`src/mul_pkg.sv`:
```
package mul_pkg;

    // operand and product sizes
    localparam int OPERAND_WIDTH = 16;
    localparam int PRODUCT_WIDTH = 2 * OPERAND_WIDTH;

    typedef logic [OPERAND_WIDTH-1:0] operand_t;
    typedef logic [PRODUCT_WIDTH-1:0] product_t;

    // one operand pair on the input stream
    typedef struct packed {
        operand_t a;
        operand_t b;
    } mul_req_t;

    // one product on the output stream
    typedef struct packed {
        product_t product;
    } mul_rsp_t;

endpackage

```
`src/dadda_pkg.sv`:
```
package dadda_pkg;

    localparam int NUM_STAGES = 6;

    // column-indexed partial product bits, row 0 at the bottom
    typedef logic [mul_pkg::PRODUCT_WIDTH-1:0][mul_pkg::OPERAND_WIDTH-1:0] bit_matrix_t;

    // the two rows left for the final adder
    typedef struct packed {
        mul_pkg::product_t row_sum;
        mul_pkg::product_t row_carry;
    } tree_out_t;

    // dadda sequence 2, 3, 4, 6, 9, 13 read from the top down
    function automatic int height_for_stage(int stage);
        int height;
        height = 2;
        for (int i = 0; i < NUM_STAGES - 1 - stage; i++) begin
            height = (height * 3) / 2;
        end
        return height;
    endfunction

    // adders needed in a column holding total bits, which is also its carry count
    function automatic int column_adders(int total, int target);
        return (total > target) ? (total - target + 1) / 2 : 0;
    endfunction

    // bits a column holds at the input of the given stage
    function automatic int column_height(int col, int stage);
        int height [mul_pkg::PRODUCT_WIDTH];
        int carry;
        int total;
        int target;
        for (int c = 0; c < mul_pkg::PRODUCT_WIDTH; c++) begin
            height[c] = (c < mul_pkg::OPERAND_WIDTH) ? c + 1 : 2 * mul_pkg::OPERAND_WIDTH - 1 - c;
        end
        for (int s = 0; s < stage; s++) begin
            target = height_for_stage(s);
            carry = 0;
            for (int c = 0; c < mul_pkg::PRODUCT_WIDTH; c++) begin
                total = height[c] + carry;
                carry = column_adders(total, target);
                height[c] = (total > target) ? target : total;
            end
        end
        return height[col];
    endfunction

    // carries arriving in a column from the one below during the given stage
    function automatic int column_carry_in(int col, int stage);
        int carry;
        int total;
        carry = 0;
        for (int c = 0; c < col; c++) begin
            total = column_height(c, stage) + carry;
            carry = column_adders(total, height_for_stage(stage));
        end
        return carry;
    endfunction

endpackage

```
`src/cla_adder.sv`:
```
`timescale 1ns/10ps

module cla_adder #(
    parameter int WIDTH = 32,
    parameter int GROUP = 4
) (
    input  logic [WIDTH-1:0] a,
    input  logic [WIDTH-1:0] b,
    output logic [WIDTH-1:0] sum
);

    localparam int NUM_GROUPS = (WIDTH + GROUP - 1) / GROUP;

    logic [WIDTH-1:0] gen;
    logic [WIDTH-1:0] prop;
    logic [WIDTH-1:0] carry;
    // carry into each group, rippled from the group below
    logic [NUM_GROUPS-1:0] group_carry;

    assign gen = a & b;
    assign prop = a ^ b;

    always_comb begin
        logic group_gen;
        logic group_prop;
        int idx;
        carry = '0;
        group_carry = '0;
        for (int grp = 0; grp < NUM_GROUPS; grp++) begin
            group_gen = 1'b0;
            group_prop = 1'b1;
            for (int k = 0; k < GROUP; k++) begin
                idx = grp * GROUP + k;
                if (idx < WIDTH) begin
                    // lookahead from the group carry-in
                    carry[idx] = group_gen | (group_prop & group_carry[grp]);
                    group_gen = gen[idx] | (prop[idx] & group_gen);
                    group_prop = group_prop & prop[idx];
                end
            end
            if (grp + 1 < NUM_GROUPS) begin
                group_carry[grp + 1] = group_gen | (group_prop & group_carry[grp]);
            end
        end
    end

    assign sum = prop ^ carry;

endmodule

```
`src/dadda_multiplier.sv`:
```
`timescale 1ns/10ps

module dadda_multiplier #(
    parameter int TREE_REG_STAGE = 3,
    parameter int ADDER_GROUP = 4
) (
    input  logic              clk,
    input  logic              reset,
    input  logic              in_valid,
    output logic              in_ready,
    input  mul_pkg::mul_req_t in_req,
    output logic              out_valid,
    input  logic              out_ready,
    output mul_pkg::mul_rsp_t out_rsp
);

    logic                   req_valid;
    logic                   req_ready;
    mul_pkg::mul_req_t      req;
    dadda_pkg::bit_matrix_t pp_matrix;
    logic                   rows_valid;
    logic                   rows_ready;
    dadda_pkg::tree_out_t   tree_rows;
    logic                   add_valid;
    logic                   add_ready;
    dadda_pkg::tree_out_t   add_rows;
    mul_pkg::product_t      product;
    mul_pkg::mul_rsp_t      rsp;

    // s0 operand slice
    pipe_reg #(.payload_t(mul_pkg::mul_req_t)) u_s0 (
        .clk       (clk),
        .reset     (reset),
        .in_valid  (in_valid),
        .in_ready  (in_ready),
        .in_data   (in_req),
        .out_valid (req_valid),
        .out_ready (req_ready),
        .out_data  (req)
    );

    partial_products u_pp (
        .req    (req),
        .matrix (pp_matrix)
    );

    // holds slice s1 inside
    dadda_tree #(.REG_AFTER_STAGE(TREE_REG_STAGE)) u_tree (
        .clk       (clk),
        .reset     (reset),
        .in_valid  (req_valid),
        .in_ready  (req_ready),
        .matrix    (pp_matrix),
        .out_valid (rows_valid),
        .out_ready (rows_ready),
        .rows      (tree_rows)
    );

    // s2 holds the two rows
    pipe_reg #(.payload_t(dadda_pkg::tree_out_t)) u_s2 (
        .clk       (clk),
        .reset     (reset),
        .in_valid  (rows_valid),
        .in_ready  (rows_ready),
        .in_data   (tree_rows),
        .out_valid (add_valid),
        .out_ready (add_ready),
        .out_data  (add_rows)
    );

    cla_adder #(
        .WIDTH (mul_pkg::PRODUCT_WIDTH),
        .GROUP (ADDER_GROUP)
    ) u_cla (
        .a   (add_rows.row_sum),
        .b   (add_rows.row_carry),
        .sum (product)
    );

    assign rsp.product = product;

    // s3 output slice
    pipe_reg #(.payload_t(mul_pkg::mul_rsp_t)) u_s3 (
        .clk       (clk),
        .reset     (reset),
        .in_valid  (add_valid),
        .in_ready  (add_ready),
        .in_data   (rsp),
        .out_valid (out_valid),
        .out_ready (out_ready),
        .out_data  (out_rsp)
    );

endmodule

```
`src/dadda_stage.sv`:
```
`timescale 1ns/10ps

module dadda_stage #(
    parameter int STAGE = 0
) (
    input  dadda_pkg::bit_matrix_t matrix_in,
    output dadda_pkg::bit_matrix_t matrix_out
);

    localparam int COLUMNS = mul_pkg::PRODUCT_WIDTH;
    localparam int DEPTH = mul_pkg::OPERAND_WIDTH;
    localparam int TARGET = dadda_pkg::height_for_stage(STAGE);

    // carry out of adder k in column col goes to column col+1
    logic [COLUMNS-1:0][DEPTH-1:0] carry;

    for (genvar col = 0; col < COLUMNS; col++) begin : g_col
        localparam int H_IN = dadda_pkg::column_height(col, STAGE);
        localparam int C_IN = dadda_pkg::column_carry_in(col, STAGE);
        localparam int EXCESS = (H_IN + C_IN > TARGET) ? H_IN + C_IN - TARGET : 0;
        localparam int N_FA = EXCESS / 2;
        localparam int N_HA = EXCESS % 2;
        localparam int N_ADD = N_FA + N_HA;
        localparam int USED = 3 * N_FA + 2 * N_HA;
        localparam int N_PASS = H_IN - USED;
        localparam int H_OUT = N_PASS + N_ADD + C_IN;

        // full adders take the lowest bits, three at a time
        for (genvar k = 0; k < N_FA; k++) begin : g_fa
            logic x;
            logic y;
            logic z;
            assign x = matrix_in[col][3 * k];
            assign y = matrix_in[col][3 * k + 1];
            assign z = matrix_in[col][3 * k + 2];
            assign matrix_out[col][N_PASS + k] = x ^ y ^ z;
            assign carry[col][k] = (x & y) | (z & (x ^ y));
        end

        if (N_HA == 1) begin : g_ha
            logic x;
            logic y;
            assign x = matrix_in[col][3 * N_FA];
            assign y = matrix_in[col][3 * N_FA + 1];
            assign matrix_out[col][N_PASS + N_FA] = x ^ y;
            assign carry[col][N_FA] = x & y;
        end

        for (genvar k = N_ADD; k < DEPTH; k++) begin : g_no_carry
            assign carry[col][k] = 1'b0;
        end

        // untouched bits move down to the bottom rows
        for (genvar k = 0; k < N_PASS; k++) begin : g_pass
            assign matrix_out[col][k] = matrix_in[col][USED + k];
        end

        for (genvar k = 0; k < C_IN; k++) begin : g_carry_in
            assign matrix_out[col][N_PASS + N_ADD + k] = carry[col - 1][k];
        end

        for (genvar k = H_OUT; k < DEPTH; k++) begin : g_empty
            assign matrix_out[col][k] = 1'b0;
        end
    end

endmodule

```
`src/dadda_tree.sv`:
```
`timescale 1ns/10ps

module dadda_tree #(
    parameter int REG_AFTER_STAGE = 3
) (
    input  logic                   clk,
    input  logic                   reset,
    input  logic                   in_valid,
    output logic                   in_ready,
    input  dadda_pkg::bit_matrix_t matrix,
    output logic                   out_valid,
    input  logic                   out_ready,
    output dadda_pkg::tree_out_t   rows
);

    localparam int STAGES = dadda_pkg::NUM_STAGES;

    dadda_pkg::bit_matrix_t stage_in [STAGES];
    dadda_pkg::bit_matrix_t stage_out [STAGES];
    dadda_pkg::bit_matrix_t held;
    dadda_pkg::bit_matrix_t final_matrix;

    // heights 13, 9, 6, 4, 3, 2
    for (genvar s = 0; s < STAGES; s++) begin : g_stage
        if (s == 0) begin : g_first
            assign stage_in[s] = matrix;
        end else if (s == REG_AFTER_STAGE + 1) begin : g_after_reg
            assign stage_in[s] = held;
        end else begin : g_chain
            assign stage_in[s] = stage_out[s - 1];
        end

        dadda_stage #(.STAGE(s)) u_stage (
            .matrix_in  (stage_in[s]),
            .matrix_out (stage_out[s])
        );
    end

    pipe_reg #(.payload_t(dadda_pkg::bit_matrix_t)) u_s1 (
        .clk       (clk),
        .reset     (reset),
        .in_valid  (in_valid),
        .in_ready  (in_ready),
        .in_data   (stage_out[REG_AFTER_STAGE]),
        .out_valid (out_valid),
        .out_ready (out_ready),
        .out_data  (held)
    );

    if (REG_AFTER_STAGE == STAGES - 1) begin : g_reg_last
        assign final_matrix = held;
    end else begin : g_reg_inside
        assign final_matrix = stage_out[STAGES - 1];
    end

    // two rows remain after the last stage
    always_comb begin
        for (int col = 0; col < mul_pkg::PRODUCT_WIDTH; col++) begin
            rows.row_sum[col] = final_matrix[col][0];
            rows.row_carry[col] = final_matrix[col][1];
        end
    end

endmodule

```
`src/partial_products.sv`:
```
`timescale 1ns/10ps

module partial_products (
    input  mul_pkg::mul_req_t      req,
    output dadda_pkg::bit_matrix_t matrix
);

    localparam int COLUMNS = mul_pkg::PRODUCT_WIDTH;
    localparam int DEPTH = mul_pkg::OPERAND_WIDTH;

    for (genvar col = 0; col < COLUMNS; col++) begin : g_col
        localparam int HEIGHT = dadda_pkg::column_height(col, 0);
        // lowest bit index of a that lands in this column
        localparam int A_LOW = (col < DEPTH) ? 0 : col - DEPTH + 1;

        for (genvar row = 0; row < DEPTH; row++) begin : g_row
            if (row < HEIGHT) begin : g_bit
                assign matrix[col][row] = req.a[A_LOW + row] & req.b[col - A_LOW - row];
            end else begin : g_empty
                assign matrix[col][row] = 1'b0;
            end
        end
    end

endmodule

```
`src/pipe_reg.sv`:
```
`timescale 1ns/10ps

module pipe_reg #(
    parameter type payload_t = logic
) (
    input  logic     clk,
    input  logic     reset,
    input  logic     in_valid,
    output logic     in_ready,
    input  payload_t in_data,
    output logic     out_valid,
    input  logic     out_ready,
    output payload_t out_data
);

    // free when empty or when the held item leaves this cycle
    assign in_ready = !out_valid || out_ready;

    always_ff @(posedge clk) begin
        if (reset) begin
            out_valid <= 1'b0;
        end else if (in_ready) begin
            out_valid <= in_valid;
        end
    end

    always_ff @(posedge clk) begin
        if (in_ready && in_valid) begin
            out_data <= in_data;
        end
    end

endmodule

```
`config.mk`:
```
export PLATFORM = sky130hd
export DESIGN_NAME = dadda_multiplier
export DESIGN_NICKNAME = d
export VERILOG_FILES = /design/src/mul_pkg.sv /design/src/dadda_pkg.sv /design/src/cla_adder.sv /design/src/dadda_multiplier.sv /design/src/dadda_stage.sv /design/src/dadda_tree.sv /design/src/partial_products.sv /design/src/pipe_reg.sv
export SDC_FILE = /design/constraint.sdc
export NUM_CORES = 1
export LEC_CHECK = 0
export ABC_CLOCK_PERIOD_IN_PS = 6300
export BUFFER_PORTS_ARGS = -buffer_cell sky130_fd_sc_hd__buf_2
export CAP_MARGIN = 20
export CORE_ASPECT_RATIO = 1.5
export CORE_UTILIZATION = 57
export CTS_CLUSTER_SIZE = 20
export DETAILED_ROUTE_END_ITERATION = 10
export PLACE_DENSITY = 0.88
export SETUP_SLACK_MARGIN = 0.4
export SLEW_MARGIN = 20
export SYNTH_ARGS = -nofsm -noshare
export SYNTH_HDL_FRONTEND = slang
export SYNTH_SLANG_ARGS = --single-unit
```
`constraint.sdc`:
```
create_clock -name clk -period 6.3 [get_ports clk]
set_input_delay 0.945 -clock clk [delete_from_list [all_inputs] [get_ports clk]]
set_output_delay 0.945 -clock clk [all_outputs]
set_load 0.01 [all_outputs]
```
### Word-level counts from Yosys, hierarchy flattened

Cells that the tools add are included.

* register bits: 242
* input bits: 36
* output and inout bits: 34
* word-level logic and storage cells: 1436

* bitwise operators: 1384
* reductions and logical operators: 12

Operators by type and width (count)
* 1-bit AND: 731
* 1-bit XOR: 405
* 1-bit bitwise OR: 245
* 32-bit XOR: 1
* 31-bit AND: 1
* 31-bit XOR: 1
* 1-bit logical AND: 4
* 1-bit logical NOT: 4
* 1-bit logical OR: 4

### Depth between registers and ports, before layout

Gate-level depths: netlist of run 1.

* depth in word-level cells: 22
* gate-level depth with buffers: 11
* depth with buffers taken out: 11

### By module

A second synthesis of run 1 with hierarchy kept.

* cell total of the unflattened synthesis: 4232
* area, all modules: 48595.4 µm²

By module, submodules not included
* pipe_reg (u_tree.u_s1): times used 1, cells each 517, area an instance 15429.8 µm², seq. area each 15394.8 µm²
* dadda_stage (u_tree.g_stage[2].u_stage): times used 1, cells each 459, area an instance 4095.2 µm², seq. area each 0.0 µm²
* dadda_stage (u_tree.g_stage[3].u_stage): times used 1, cells each 467, area an instance 4062.6 µm², seq. area each 0.0 µm²
* dadda_stage (u_tree.g_stage[1].u_stage): times used 1, cells each 469, area an instance 4037.6 µm², seq. area each 0.0 µm²
* dadda_stage (u_tree.g_stage[5].u_stage): times used 1, cells each 485, area an instance 3980.1 µm², seq. area each 0.0 µm²
* dadda_stage (u_tree.g_stage[4].u_stage): times used 1, cells each 487, area an instance 3970.1 µm², seq. area each 0.0 µm²
* dadda_stage (u_tree.g_stage[0].u_stage): times used 1, cells each 501, area an instance 3877.5 µm², seq. area each 0.0 µm²
* partial_products: times used 1, cells each 545, area an instance 3834.9 µm², seq. area each 0.0 µm²
* pipe_reg (u_s0 ...): times used 2, cells each 37, area an instance 1016.0 µm², seq. area each 980.9 µm²
* pipe_reg (u_s2): times used 1, cells each 69, area an instance 1976.9 µm², seq. area each 1941.9 µm²
* cla_adder: times used 1, cells each 159, area an instance 1298.7 µm², seq. area each 0.0 µm²

### Least setup slack after synthesis of run 1

Ideal clock, no wire load.

* kind: input to register
* start point: in out_ready
* end point: reg u_tree.u_s1.out_data[0] in the netlist's numbering, enable pin
* setup time: 600 ps
* arrival: 6236 ps
* data required time: 5700 ps
* path slack: -536 ps
* stages on the path: 3
* buffers on the path: 0
* cell sequence: nor2b_1 and3_1 nor2b_1

* cells in the longest elaborated chain, start to end: 4

RTL lines
* start, declared: line dadda_multiplier.sv:13 `input logic out_ready,`
* 1-bit logical OR (3 in series): line pipe_reg.sv:17 `assign in_ready = !out_valid || out_ready;`
* 1-bit logical AND: line pipe_reg.sv:28 `if (in_ready && in_valid) begin`
* end signal, assigned: line pipe_reg.sv:29 `out_data <= in_data;`
* end, declared: line pipe_reg.sv:13 `output payload_t out_data`

Every way passes these cells.
A chain may end at the register's enable or synchronous reset.

==> results.md, run 1 <==
* Outcome: complete, no violations
* Power density cells at 309 nW/µm²
* Number of buffers created by CTS at 23
* RSZ-0062 raised after global routing: false
* DP HPWL at approximately 20 mm
* Clock power share at 0.313
* Achievable Freq at around 0.30 GHz
* Post-Syn Nets at 1355
* Register area share after synthesis at 0.486
* Antenna Nets Post-Route at 0
* TritonCTS clock tree: done
* Die X at 134 µm
* Syn Area/Cell at between 10 and 15 µm²
* Ys async rst share at 0
* Worst setup SP type: flip-flop
* Setup CP Type: reg -> reg
* CTS clock-pin slew for the worst setup and hold paths at 0.07 ns
* Worst slew pin tran at just over 0.9 ns
* Syn. warnings at 0
* Sw Share at 0.289
* CTS root buffer: clkbuf_16
* Die height at ~200 µm
* MaxCap Viol Count at 0
* GPL Wtd Cong at 0.924
* Vias in the first global route at between 8000 and 9000
* Port bufs at between 60 and 70
* Slew HR at 0.379
* Post-CTS Resized at 0
* Num rows at 72
* Ant diodes at 0
* Clock latency on the worst-skew pair at around 0.52 ns
* Hold slack at roughly 0.43 ns
* Final hold violation count at 0
* Clock period minus worst slack at 3.36 ns
* First DRT Iteration DRCs at approximately 800
* Crit Path Max Fanout at 16
* # setup viols final at 0
* Clock Skew at a little over 0.02 ns
* Clock Sinks at about 240
* CP arrival at roughly 3.6 ns
* CP required at 6.57 ns
* Pins Over Slew Limit at 0
* Total gr overflow at 0
* # hold bufs at CTS at 0
* DRT Wirelength at just under 30 mm
* Sequential share of power at 0.435
* Wire per inst at 19.9 µm
* Count of cell types in the netlist at between 40 and 50
* Worst VDD drop at around 0.22 mV
* Max H-tree Level at 1
* Layout cell share with drive strength beyond 1 at 0.111
* Pre-antenna DRT Iters at 6
* Combinational Power Share at 0.252
* Number of synthesized flops with an enable pin at roughly 240
* Die area at between 20000 and 30000 µm²
* Synth Register Bits at ~240
* Sum Neg Setup Slack at 0 ns
* CORE AREA at ~26000 µm²
* Area leader, netlist: edfxtp_1
* Sw Pwr at roughly 1.5 mW
* Largest net degree at the start of global routing at 67
* Area grow syn2layout at 10.6%
* Hold crit path type: reg -> reg
* Cells after synthesis at 1072
* First-pass GRT wire length at around 47 mm
* Postcts setup bufs at 0
* Final Net Count at ~1400
* Period utilization at 0.534
* CP endpoint kind: flip-flop
* Total track usage at 0.233
* DR vias/cell at between 5 and 6
* CTS Buffer Depth at 3
* Total number of vias at 8186
* Initial Utilization at 0.579
* Synth area leaders: edfxtp_1 48%, fa_1 27%, and2_1 8.5%
* Post-synth top area share at 0.480
* Synth Cell Area at about 15000 µm²
* Prevailing post-synth register cell: edfxtp_1
* I/O pins at 70
* Pint at about 3.6 mW
* Antenna violations before repair at 0
* DRC at 0
* Leak at around 7 nW
## cells in the mapped netlist, types with 3 or more instances
master / n
edfxtp_1: 238
fa_1: 204
and2_1: 203
inv_1: 185
nand2_1: 61
ha_1: 43
clkbuf_1: 32
a21oi_1: 18
xnor2_1: 12
nor2_1: 10
xor2_1: 7
nor2b_1: 6
a21o_1: 5
nand3_1: 5
dfxtp_1: 4
nor3_1: 3
## cells by family (layout without fill, tap and decap cells)
family	count (synthesis)	count (layout)	share of synthesized area
simple gates	301	301	0.115
fa+ha+maj	247	247	0.311
flops	242	242	0.486
buf+inv	217	298	0.0547
compound gates	45	45	0.0216
xor+xnor	19	19	0.0112
mux	1	1	0.000673
## worst max-delay path, stage by stage, from the launching register on
cell,delay (ns)
edfxtp_1,0.63
and2_1,0.29
fa_1,0.54
inv_1,0.06
fa_1,0.55
fa_1,0.46
fa_1,0.53
inv_1,0.05
## state kept, by name, summed over array words and instances (netlist names)
name                   flops
u_tree.u_s1.out_data     113
u_s2.out_valid             1
u_s3.out_valid             1
u_tree.u_s1.out_valid      1
u_s3.out_data             32
u_s2.out_data             61
u_s0.out_valid             1
u_s0.out_data             32
## power groups by stage
stage | Sequential [mW] | Clock, mW | Combinational [mW]
3_3_place_gp | 2.22 | 0 | 1.12
5_1_grt | 2.22 | 1.67 | 1.45
4_1_cts | 2.20 | 1.62 | 1.28
2_1_floorplan | 2.15 | 0 | 0.885
6_report | 2.21 | 1.59 | 1.28
3_5_place_dp | 2.23 | 0 | 1.24
## cells in the final DEF, fill, tap and decap left out, drive strengths merged, types with 6 or more instances in the layout
| master | Yosys | final |
|---|---|---|
| nand2 | 61 | 61 |
| bufinv | 0 | 8 |
| clkinv | 0 | 6 |
| inv | 185 | 187 |
| ha | 43 | 43 |
| a21o | 6 | 6 |
| buf | 0 | 72 |
| fa | 204 | 204 |
| and2 | 203 | 203 |
| a21oi | 20 | 20 |
| nor2b | 6 | 6 |
| nand3 | 6 | 6 |
| xnor2 | 12 | 12 |
| xor2 | 7 | 7 |
| nor2 | 10 | 10 |
| clkbuf | 32 | 25 |
| edfxtp | 238 | 238 |
## metrics by stage
step                      std cells  total power [mW]  setup WS (ns)  instance area, µm²   util
final                          1486              5.08           2.94               16500  0.641
after global routing           1486              5.34           2.78               16500  0.641
after CTS                      1486              5.10           2.89               16500  0.641
after detailed placement       1445              3.47           2.92               15600  0.607
after global placement         1445              3.34           2.99               15600  0.607
after floorplan                1072              3.04           1.67               14900      -
## final cells by class
cell class / instances / area [µm²]
Clock buffer: 25 / 583
Timing Repair Buffer: 72 / 368
Clock inverter: 16 / 288
Inverter: 185 / 694
Multi-Input combinational cell: 613 / 6870
Fill cell: 1714 / 9220
Tap cell: 333 / 417
Sequential cell: 242 / 7230
## final timing paths
check / from / end / slack (ns) / cells after the start
max: u_s0.out_data[14] / u_tree.u_s1.out_data[224] / 2.94 / 7
min: u_tree.u_s1.out_data[480] / u_s2.out_data[62] / 0.43 / 0
max reg2reg: u_s0.out_data[14] / u_tree.u_s1.out_data[224] / 2.94 / 7
min reg2reg: u_tree.u_s1.out_data[480] / u_s2.out_data[62] / 0.43 / 0
## routing by layer
layer | global-route usage | up-vias | routed length, µm | part of all wire
met5 | 0 | - | 0 | 0
met2 | 0.412 | 421 | 15400 | 0.52
met4 | 0.0981 | 0 | 1020 | 0.035
met1 | 0.283 | 4145 | 10700 | 0.36
met3 | 0.0399 | 91 | 2500 | 0.084
li1 | - | 3529 | - | -
No activity file was read; power rests on OpenSTA's default activity.
==> run 2, diff against run 1 <==
- ABC_CLOCK_PERIOD_IN_PS: 6300 -> 3000
- clock period: 6.3 -> 3 ns (I/O delays scaled with it)
==> run 2 against run 1 <==
Compared with the run above: the flow now finishes with violations (negative setup slack); global-route usage increased by 2.5 points; maximum frequency increased by 8.6%; clock skew decreased by 0.0056 ns; final area increased by 8.1%; largest power group unchanged; clock-buffer cell count increased by 2; combinational power increased to 2.8 times the previous value; sequential power increased by 100%.
==> results.md, run 2 (synthesized netlist as in run 1, its figures left out) <==
* Area grow syn2layout at 19.5%
* TritonCTS clock tree: done
* Clock Skew at 0.0146 ns (-0.00557 ns)
* Die X at 134 µm (unchanged)
* Layout cell share with drive strength beyond 1 at 0.331 (+0.220)
* Clock period minus worst slack at 3.10 ns (-0.265 ns)
* Total number of vias at 8786 (+7.3%)
* First-pass GRT wire length at 51.1 mm (+9.2%)
* Sum Neg Setup Slack at -0.431 ns (-0.431 ns)
* Largest register by flop count: u_tree.u_s1.out_data
* Wire per inst at 20.7 µm (+3.7%)
* CP required at 3.26 ns (-3.31 ns)
* Worst VDD drop at 0.469 mV (+110%)
* Slowest-stage cell, CP: edfxtp_1
* Final Total Pwr at 10.8 mW (+110%)
* Total gr overflow at 0 (unchanged)
* Outcome: finished, violations left
* DP HPWL at 22.5 mm (+10%)
* Leak at 7.53 nW (+7.1%)
* Failing checks: negative setup slack
* Clock latency on the worst-skew pair at 0.52 ns (about the same)
* Num rows at 72 (unchanged)
* RSZ-0062 raised after global routing: true
* Total track usage at 0.258 (+0.0249)
* Post-Place Cells at 1499 (+3.7%)
* Commonest non-fill, non-tap cell in the layout: edfxtp_1
* # setup viols final at 13 (+13)
* Most frequent cells in the layout: 238 x edfxtp_1, 160 x and2_1, 140 x fa_1
* Pins Over Slew Limit at 0 (unchanged)
* GPL Wtd Cong at 0.889 (-3.8%)
* Slew HR at 0.646 (+0.267)
* Die area at 26800 µm² (unchanged)
* Antenna Nets Post-Route at 0 (unchanged)
* Setup CP Type: reg -> reg
* DR vias/cell at 5.50 (-0.13%)
* Worst setup SP type: flip-flop
* Pre-antenna DRT Iters at 6 (unchanged)
* CTS clock-pin slew for the worst setup and hold paths at 0.06 ns (about the same)
* Cell family with most CP delay: adder cells
* DRC at 0 (unchanged)
* Clock Sinks at 242 (unchanged)
* Die height at 200 µm (unchanged)
* Final core utilization at 0.693 (+0.0519)
* I/O pins at 70 (unchanged)
* Achievable Freq at 0.323 GHz (+8.6%)
* Crit-path cells: ha_2 -> fa_2 -> fa_2 -> a21oi_4 -> nor2_4 -> o21a_1 -> a21o_4 -> a211o_1 -> fa_2 -> xor2_1
* Worst path max stage delay at 0.39 ns (-0.24 ns)
* Final Net Count at 1532 (+7.9%)
* Largest regs: u_tree.u_s1.out_data x113, u_s2.out_data x61
* Final hold violation count at 0 (unchanged)
* Hold crit path type: in -> reg
* Crit Path Max Fanout at 4 (-12)
* Port bufs at 69 (unchanged)
* Ant diodes at 0 (unchanged)
* Antenna violations before repair at 0 (unchanged)
* Largest net degree at the start of global routing at 63 (-6.0%)
* First DRT Iteration DRCs at 752 (-8.1%)
* Vias in the first global route at 9733 (+8.5%)
* CP arrival at 3.36 ns (-0.28 ns)
* Pre-CTS setup slack at -0.129 ns (-3.05 ns)
* CP endpoint kind: flip-flop
* Period utilization at 1.03 (+0.499)
* Worst slew pin tran at 0.531 ns (-0.399 ns)
* CTS root buffer: clkbuf_16
* Filler Cell Count at 1605 (-6.4%)
* Power density cells at 608 nW/µm² (+97%)
* Non-filler instance count after layout at 1597 (+7.5%)
* CORE AREA at 25700 µm² (unchanged)
* CTS Buffer Depth at 3 (unchanged)
* MaxCap Viol Count at 0 (unchanged)
* Max reg flops at 113 (unchanged)
* Top cell by count, worst path: fa_2
* Number of buffers created by CTS at 23 (unchanged)
* CP bufs+invs at 0 (-2)
* Initial Utilization at 0.579 (unchanged)
* Max H-tree Level at 1 (unchanged)
* Worst setup margin at -0.0970 ns (-3.03 ns)
* DRT Wirelength at 33.0 mm (+11%)
run 2: changes by cell type in the layout (fill, tap and decap cells not counted), moves of 6 or more:
cell       change
buf_6         +30
fa_1          -64
and2_1        -43
inv_2         +55
fa_2          +64
a21oi_1        -6
buf_4         +72
inv_1         -56
bufinv_16      -6
and2_4        +43
run 2: path summary, 6_finish.rpt:
check,depth (start not counted),to,startpoint,slack [ns]
worst max-delay path,10,u_s3.out_data[21],u_s2.out_data[1],-0.1
worst min register to register,0,u_s2.out_data[34],u_tree.u_s1.out_data[34],0.42
worst min-delay path,1,u_s0.out_data[28],in_req[28],0.11
worst max register to register,10,u_s3.out_data[21],u_s2.out_data[1],-0.1
run 2: final cells by class:
| cell class | instances | area, µm² | area share |
|---|---|---|---|
| tap | 333 | 417 | 0.0234 |
| sequential | 242 | 7230 | 0.406 |
| multi-input combinational | 613 | 7320 | 0.412 |
| inverter | 185 | 697 | 0.0392 |
| clock inverter | 13 | 106 | 0.00598 |
| timing repair buffer | 184 | 1420 | 0.0799 |
| clock buffer | 27 | 591 | 0.0332 |
run 2: power breakdown:
| group | switching, mW | leakage [nW] | internal (mW) |
|---|---|---|---|
| clock network | 1.20 | 0.343 | 1.57 |
| registers | 0.192 | 2.42 | 4.32 |
| logic | 1.93 | 4.77 | 1.60 |
| total | 3.33 | 7.53 | 7.48 |
run 2: timing repair:
item | CTS | global route
hold buffers | 0 | 0
gates resized for setup | 123 | 72
pin swaps | 73 | 50
buffers inserted | 44 | 14
setup endpoints to repair | 61 | 73
run 2: through the flow:
| step | hold WS, ns | cell area, µm² |
|---|---|---|
| 6_report | 0.108 | 17800 |
| 5_1_grt | 0.0880 | 17800 |
| 4_1_cts | 0.0835 | 17500 |
| 3_5_place_dp | 0.405 | 16100 |
| 3_3_place_gp | 0.402 | 16100 |
| 2_1_floorplan | 0.400 | 15100 |
run 2: worst reg2reg max path, delay by kind of cell, from the launching register on:
family | cells | cell delay (ns)
flops | 1 | 0.39
xor+xnor | 1 | 0.15
simple gates | 1 | 0.07
fa+ha+maj | 4 | 1.29
compound gates | 4 | 0.96
run 2: layer usage:
metal	up-vias	wire, µm	GRT usage	part of all wire
met5	-	0	0	0
met4	0	1720	0.126	0.052
met3	143	2140	0.0359	0.065
met2	452	17700	0.475	0.54
met1	4442	11400	0.294	0.35
li1	3749	-	-	-
